### config.mk
export PLATFORM = sky130hd
export DESIGN_NAME = icache_control
export DESIGN_NICKNAME = d
export VERILOG_FILES = /design/src/source/icache_pkg.sv /design/src/source/icache_control.sv
export VERILOG_INCLUDE_DIRS = /design/src /design/src/source
export SDC_FILE = /design/constraint.sdc
export NUM_CORES = 1
export LEC_CHECK = 0
export BUFFER_PORTS_ARGS = -buffer_cell sky130_fd_sc_hd__buf_2
export CELL_PAD_IN_SITES_DETAIL_PLACEMENT = 1
export CELL_PAD_IN_SITES_GLOBAL_PLACEMENT = 2
export CORE_AREA = 2 2 203 205
export DETAILED_ROUTE_END_ITERATION = 10
export DIE_AREA = 0 0 205 207
export PLACE_DENSITY_LB_ADDON = 0.1
export SYNTH_ARGS = -nofsm -noshare
export SYNTH_HDL_FRONTEND = slang
export SYNTH_SLANG_ARGS = --single-unit
export TNS_END_PERCENT = 50
### constraint.sdc
create_clock -name clock -period 23.3 [get_ports clock]
set_input_delay 4.66 -clock clock [delete_from_list [all_inputs] [get_ports clock]]
set_output_delay 4.66 -clock clock [all_outputs]
set_load 0.005 [all_outputs]
### src/source/icache_defines.svh
`ifndef ICACHE_DEFINES_SVH
`define ICACHE_DEFINES_SVH

//////////////////////////////
// cache geometry
//////////////////////////////

// sets per way, and index width
`define ICACHE_SETS 32
`define ICACHE_SET_BITS 5

// stored tag is address bits 31 to 8
`define ICACHE_TAG_BITS 24

//////////////////////////////
// request queue
//////////////////////////////

`define ICACHE_QUEUE_LEN 6
`define ICACHE_PTR_BITS 3

// sequential blocks queued behind a fetch block
`define ICACHE_PREFETCH 2

`endif

### src/source/icache_pkg.sv
`default_nettype none

`include "icache_defines.svh"

package icache_pkg;

  typedef enum logic [1:0] {
    BUS_NONE = 2'h0,
    BUS_LOAD = 2'h1
  } bus_command_t;

  // address split into cached fields
  typedef struct packed {
    logic [63-3-`ICACHE_SET_BITS-`ICACHE_TAG_BITS:0] upper;
    logic [`ICACHE_TAG_BITS-1:0] tag;
    logic [`ICACHE_SET_BITS-1:0] set;
    logic [2:0] offset;
  } fetch_fields_t;

  typedef union packed {
    logic [63:0] word;
    fetch_fields_t fields;
  } fetch_addr_t;

  // one queued block, mem_tag stays 0 until memory accepts it
  typedef struct packed {
    logic [63:0] address;
    logic [3:0] mem_tag;
    logic valid;
  } mem_req_t;

  typedef struct packed {
    logic valid;
    logic [28:0] block;
    logic [63:0] data;
  } icache_fill_t;

  typedef struct packed {
    logic restart;
    logic [`ICACHE_PREFETCH-1:0] push;
    logic mark_sent;
    logic [3:0] sent_tag;
    logic retire_head;
    logic advance_wait;
  } queue_cmd_t;

endpackage

`default_nettype wire

### src/source/icache_control.sv
`timescale 1ns/1ps
`default_nettype none

`include "icache_defines.svh"

module icache_control
  import icache_pkg::*;
(
  input wire clock,
  input wire reset,
  input wire fetch_addr_t fetch_addr,
  input wire lookup_hit,
  input wire head_hit,
  input wire mem_req_t head,
  input wire mem_req_t send_entry,
  input wire mem_req_t wait_entry,
  input wire send_pending,
  input wire fetch_present,
  input wire [`ICACHE_PREFETCH-1:0] prefetch_present,
  input wire queue_full,
  input wire [3:0] mem2proc_response,
  input wire [63:0] mem2proc_data,
  input wire [3:0] mem2proc_tag,
  output queue_cmd_t cmd,
  output icache_fill_t fill,
  output bus_command_t proc2mem_command,
  output logic [63:0] proc2mem_addr
);

  logic [63:0] last_fetch;
  logic send_request;
  logic sending;
  logic changed_addr;
  logic accepted;
  logic rejected;
  logic restart;
  logic mem_done;
  logic fill_valid;
  logic [28:0] fill_block;
  logic [63:0] fill_data;

  // a registered send request can outlive the last pending entry
  assign sending = send_request && send_entry.valid;

  assign changed_addr = (fetch_addr.word != last_fetch);
  assign accepted = sending && (mem2proc_response != 4'h0);
  assign rejected = sending && (mem2proc_response == 4'h0);

  // a rejected load keeps the bus, so a new miss waits for it
  assign restart = !lookup_hit && !fetch_present && !rejected;

  assign mem_done = wait_entry.valid && (wait_entry.mem_tag != 4'h0) &&
                    (mem2proc_tag == wait_entry.mem_tag);

  //////////////////////////////
  // queue commands
  //////////////////////////////

  always_comb begin
    cmd = '0;
    cmd.restart = restart;
    for (int i = 0; i < `ICACHE_PREFETCH; i++) begin
      cmd.push[i] = restart || (changed_addr && !prefetch_present[i] && !queue_full);
    end
    cmd.mark_sent = accepted;
    cmd.sent_tag = mem2proc_response;
    // head on the bus stays until its load is taken
    cmd.retire_head = head_hit && head.valid && !(sending && (send_entry == head));
    cmd.advance_wait = mem_done;
  end

  //////////////////////////////
  // memory side
  //////////////////////////////

  assign proc2mem_command = sending ? BUS_LOAD : BUS_NONE;
  assign proc2mem_addr = sending ? send_entry.address : 64'h0;

  always_ff @(posedge clock) begin
    if (reset) begin
      last_fetch <= '1;
      send_request <= 1'b0;
      fill_valid <= 1'b0;
    end else begin
      last_fetch <= fetch_addr.word;
      send_request <= restart || (send_request ? rejected : send_pending);
      fill_valid <= mem_done;
    end
  end

  // fill takes the waiting entry's address, not the head's
  always_ff @(posedge clock) begin
    if (mem_done) begin
      fill_block <= wait_entry.address[31:3];
      fill_data <= mem2proc_data;
    end
  end

  assign fill = '{valid: fill_valid, block: fill_block, data: fill_data};

  a_hold_on_reject: assert property (@(posedge clock) disable iff (reset)
    (proc2mem_command == BUS_LOAD && mem2proc_response == 4'h0) |=>
      (proc2mem_command == BUS_LOAD && $stable(proc2mem_addr)));

endmodule

`default_nettype wire

Word-level counts from Yosys, hierarchy flattened
Index checks and enable logic that the tools add are counted.
{"block": "classes", "eq_ne": 3, "mux": 3, "n_reduce_logical": 27}
{"op": "$eq 69x69->1", "count": 1}
{"op": "$mux 64", "count": 1}
{"op": "$ne 64x64->1", "count": 1}
{"op": "$logic_and 1x1->1", "count": 14}
{"op": "$reduce_bool 4->1", "count": 2}
{"op": "$logic_not 1->1", "count": 7}
{"op": "$eq 4x4->1", "count": 1}
{"op": "$logic_not 4->1", "count": 1}
{"op": "$logic_or 1x1->1", "count": 3}
{"op": "$mux 1", "count": 2}
{"block": "totals", "regBits": 159, "input_bits": 352, "out_inout_bits": 170, "wordCells": 38}

Logic depth before layout (Yosys ltp)
{"block": "logic_depth", "word_depth": 5, "ltp_mapped": 6, "ltp_nobuf": 5}

Least setup slack after synthesis
No wires, ideal clock.
{"block": "synth_timing", "kind": "input port to output port", "from": "in wait_entry[3] (netlist bit)", "to": "out cmd[0] (netlist bit)", "t_arrival_ps": 9321, "t_required_ps": 18640, "slack_ps": 9319, "stages": 4, "n_path_buf": 1, "path_cell_list": "xnor2_1 > nand4_1 > nor2_1 > buf_4"}
{"block": "synth_between", "elab_chain_cells": 3, "word_cells_on_any_way": 4, "cone_classes": "eq/ne: 1; reduce/logical: 3"}
{"element": "start, declared", "line_no": "icache_control.sv:16", "text": "input wire mem_req_t wait_entry,"}
{"element": "$reduce_bool 4->1", "line_no": "icache_control.sv:52", "text": "assign mem_done = wait_entry.valid && (wait_entry.mem_tag != 4'h0) &&"}
{"element": "$logic_and 1x1->1", "line_no": "icache_control.sv:52"}
{"element": "$logic_and 1x1->1 (*)", "line_no": "icache_control.sv:52"}
{"element": "end, declared", "line_no": "icache_control.sv:24", "text": "output queue_cmd_t cmd,"}
Mark *: on every way between the ends. The rest lies on a longest branch, timed or not.

==> out/metrics.yaml <==
outcome: "finished, final reports clean"
synthAdderAreaFrac_pct: 0
cp.required_ns: 18.64
hold_viol: 0
power.total_w: 0.000688
grt_pass1_vias: 6207
grt_max_degree: 67
power_density_nw_per_um2: 66.6
synth.distinct_cells: 32
synth_common_cells: "93 x edfxtp_1, 78 x xor2_1, 66 x dfxtp_1"
gp_congestion: 0.772
via_per_inst: 3.78
core_um2: 40400
drc_errors: 0
antenna_found_initial: 20
dpl_cell_area_um2: 9690
hold_class: "reg -> reg"
cts_tree: "yes"
crit_chain: "buf_2, buf_4, nand2_1, a211oi_1, nand4_1, o311a_1, buf_2"
finalCritPeriodShare_pct: 48.6
synthMuxAreaShare_pct: 0
overflow: 0
final_layout_size_suffix_gt1_share_pct: 57.8
seq_area_um2: 4120
power_leakage_nw: 4.75
synth.most_common_cell: "edfxtp_1"
wl_um: 30800
crit_top_cell: "buf_2"
io_buffer_count: 485
clkSinkCount: 159
async_flop_share_pct: 0
clk_pin_slew_worst_paths_ns: 0.07
synth_cells: 532
synth.avg_cell_area_um2: 12.6
critPathLaunchType: "input port"
synth-seq-cells: 159
r2r_slack_ns: 21.38
hold_end: "send_request"
synth.top_cell.area_share_pct: 41.6
yosysSeqAreaShare_pct: 61.3
drv_slew: 0
initial_utilization_pct: 16.6
endpoint_kind: "output pin"
synth_compound_area_share_pct: 1.96
r2r_cells: 4
hold_buffers: 0
cp_max_fo: 61
max-cap-violations: 0
grt_pass1_wl_um: 42700
final_area_um2: 10300
rsz0062_at_grt: "no"
root_buffer: "clkbuf_16"
wire_per_inst_um: 19.7
synth_top_family_by_area: "simple AND/OR/NAND/NOR gates"
nNetsFinal: 1362
cts_resized: 0
hp-start: "send_request"
die-width_um: 205
fmax_ghz: 0.0883
cts_made_buffers: 17
path_buf_inv: 3
hold_depth: 3
synth_area_leaders: "edfxtp_1 42%, dfxtp_1 20%, xor2_1 10%"
final_antenna_net_count: 0
area_delta_synth_final_pct: 53.8
synth_ff_type: "edfxtp_1"
crit_type: "in -> out"
r2r-end: "send_request"
setup_tns_ns: 0
firstDrtPassIters: 6
pin_count: 522
tightest_slew_ns: 1.05
die_area_um2: 42400
finalClockSkew_ns: 0
synth_edf_count: 93
cp_slowest_stage_delay_ns: 0.47
syn_area_um2: 6710
multiInputGateArea_um2: 2400
ys_warn_count: 0
rows: 74
cp.depth: 7
die_h_um: 207
worstSkewPairLatency_ns: 0.43
htree_levels: 4
rr_startpoint: "send_request"
grt.total_usage_pct: 14.2
drt_iter0_markers: 153
synthesis.nets: 884
setup_viol: 0
clock_path_buffers: 2
yosysTopAreaCell: "edfxtp_1"
critPathTopFamily: "compound AO/OA/AOI/OAI gates"
post_cts.repair.setup_buffers: 0
synth-xor-area-share_pct: 15.9
worst_path_max_delay_cell: "a211oi_1"
fill_cells: 4705
synth-simple-area-share_pct: 17.8
vias: 5896
hpwl_um: 25800
max-vdd-ir-drop_v: 0.0000362
fin_crit_ns: 11.32
critPathArrivalTime_ns: 6.66
max-slew-margin-rel_pct: 29.7
## cells by family after synthesis
kind of cell           Yosys count
AND/OR/NAND/NOR                190
flip-flops                     159
XOR/XNOR                       122
buffers and inverters           43
AO/OA/AOI/OAI                   17
other                            1
## where the power goes
part	leakage (nW)	switching, W	internal (W)
Clock	0.299	0.000130	0.000163
Combinational	3.06	0.0000381	0.0000434
Sequential	1.39	0.00000522	0.000308
## worst max-delay path by stage
stage / to / from / slack, ns
floorplan: cmd[0] / wait_entry[3] / 9.32
global placement: cmd[1] / send_entry[0] / 11.90
detailed placement: cmd[8] / fetch_addr[50] / 11.90
CTS: cmd[8] / fetch_addr[50] / 11.90
global route: cmd[1] / send_entry[0] / 11.79
finish: cmd[1] / send_entry[0] / 11.98
## final cells by class
type / instances / share of cell area (%)
flip-flops and latches: 159 / 39.9
repair buffers: 488 / 23.7
multi-input cells: 330 / 23.3
well taps: 532 / 6.45
clock buffers: 17 / 4.12
clock inverters: 15 / 1.86
inverters: 14 / 0.509
diodes: 6 / 0.146
## through the flow
stage          utilization (%)  worst slack [ns]  std cells  hold slack (ns)
2_1_floorplan                -              9.32        532            0.746
3_3_place_gp              24.0             11.90       1523             1.05
3_5_place_dp              24.0             11.90       1523             1.04
4_1_cts                   25.5             11.90       1555             1.05
5_1_grt                   25.5             11.79       1558             1.15
6_report                  25.6             11.98       1561             1.01
## worst register-to-register path: cells and delay by family (launching register included)
family,cells,cell delay (ns)
AOI/OAI and AO/OA,1,0.13
and+or+nand+nor,2,0.58
DFF,1,0.96
buffers and inverters,1,0.17
## cell usage in the layout, fill, tap and decap left out, types with 4 or more instances in the layout
cell type / netlist / layout
nor4_1: 23 / 23
inv_1: 13 / 13
diode_2: 0 / 6
nor2b_1: 5 / 5
buf_2: 0 / 485
edfxtp_1: 93 / 93
inv_6: 0 / 8
o22ai_1: 4 / 4
nor2_1: 8 / 7
and3_1: 58 / 58
or2_2: 64 / 64
nand2_1: 4 / 4
clkbuf_16: 0 / 17
dfxtp_1: 66 / 65
xor2_1: 78 / 78
nand4_1: 17 / 17
xnor2_1: 44 / 44
## state kept, by name, summed over array words and instances (netlist names)
| name | cells |
|---|---|
| fill_valid | 1 |
| fill_data | 64 |
| last_fetch | 64 |
| fill_block | 29 |
| send_request | 1 |
## routing by layer
| metal | track usage [%] | part of all wire, % | vias to the layer above |
|---|---|---|---|
| met1 | 13.0 | 33 | 2745 |
| met4 | 4.42 | 1.9 | 16 |
| met5 | 0 | 0.31 | - |
| met3 | 6.45 | 10 | 49 |
| li1 | - | - | 2817 |
| met2 | 27.3 | 55 | 269 |
(Power assumes the default switching activity.)
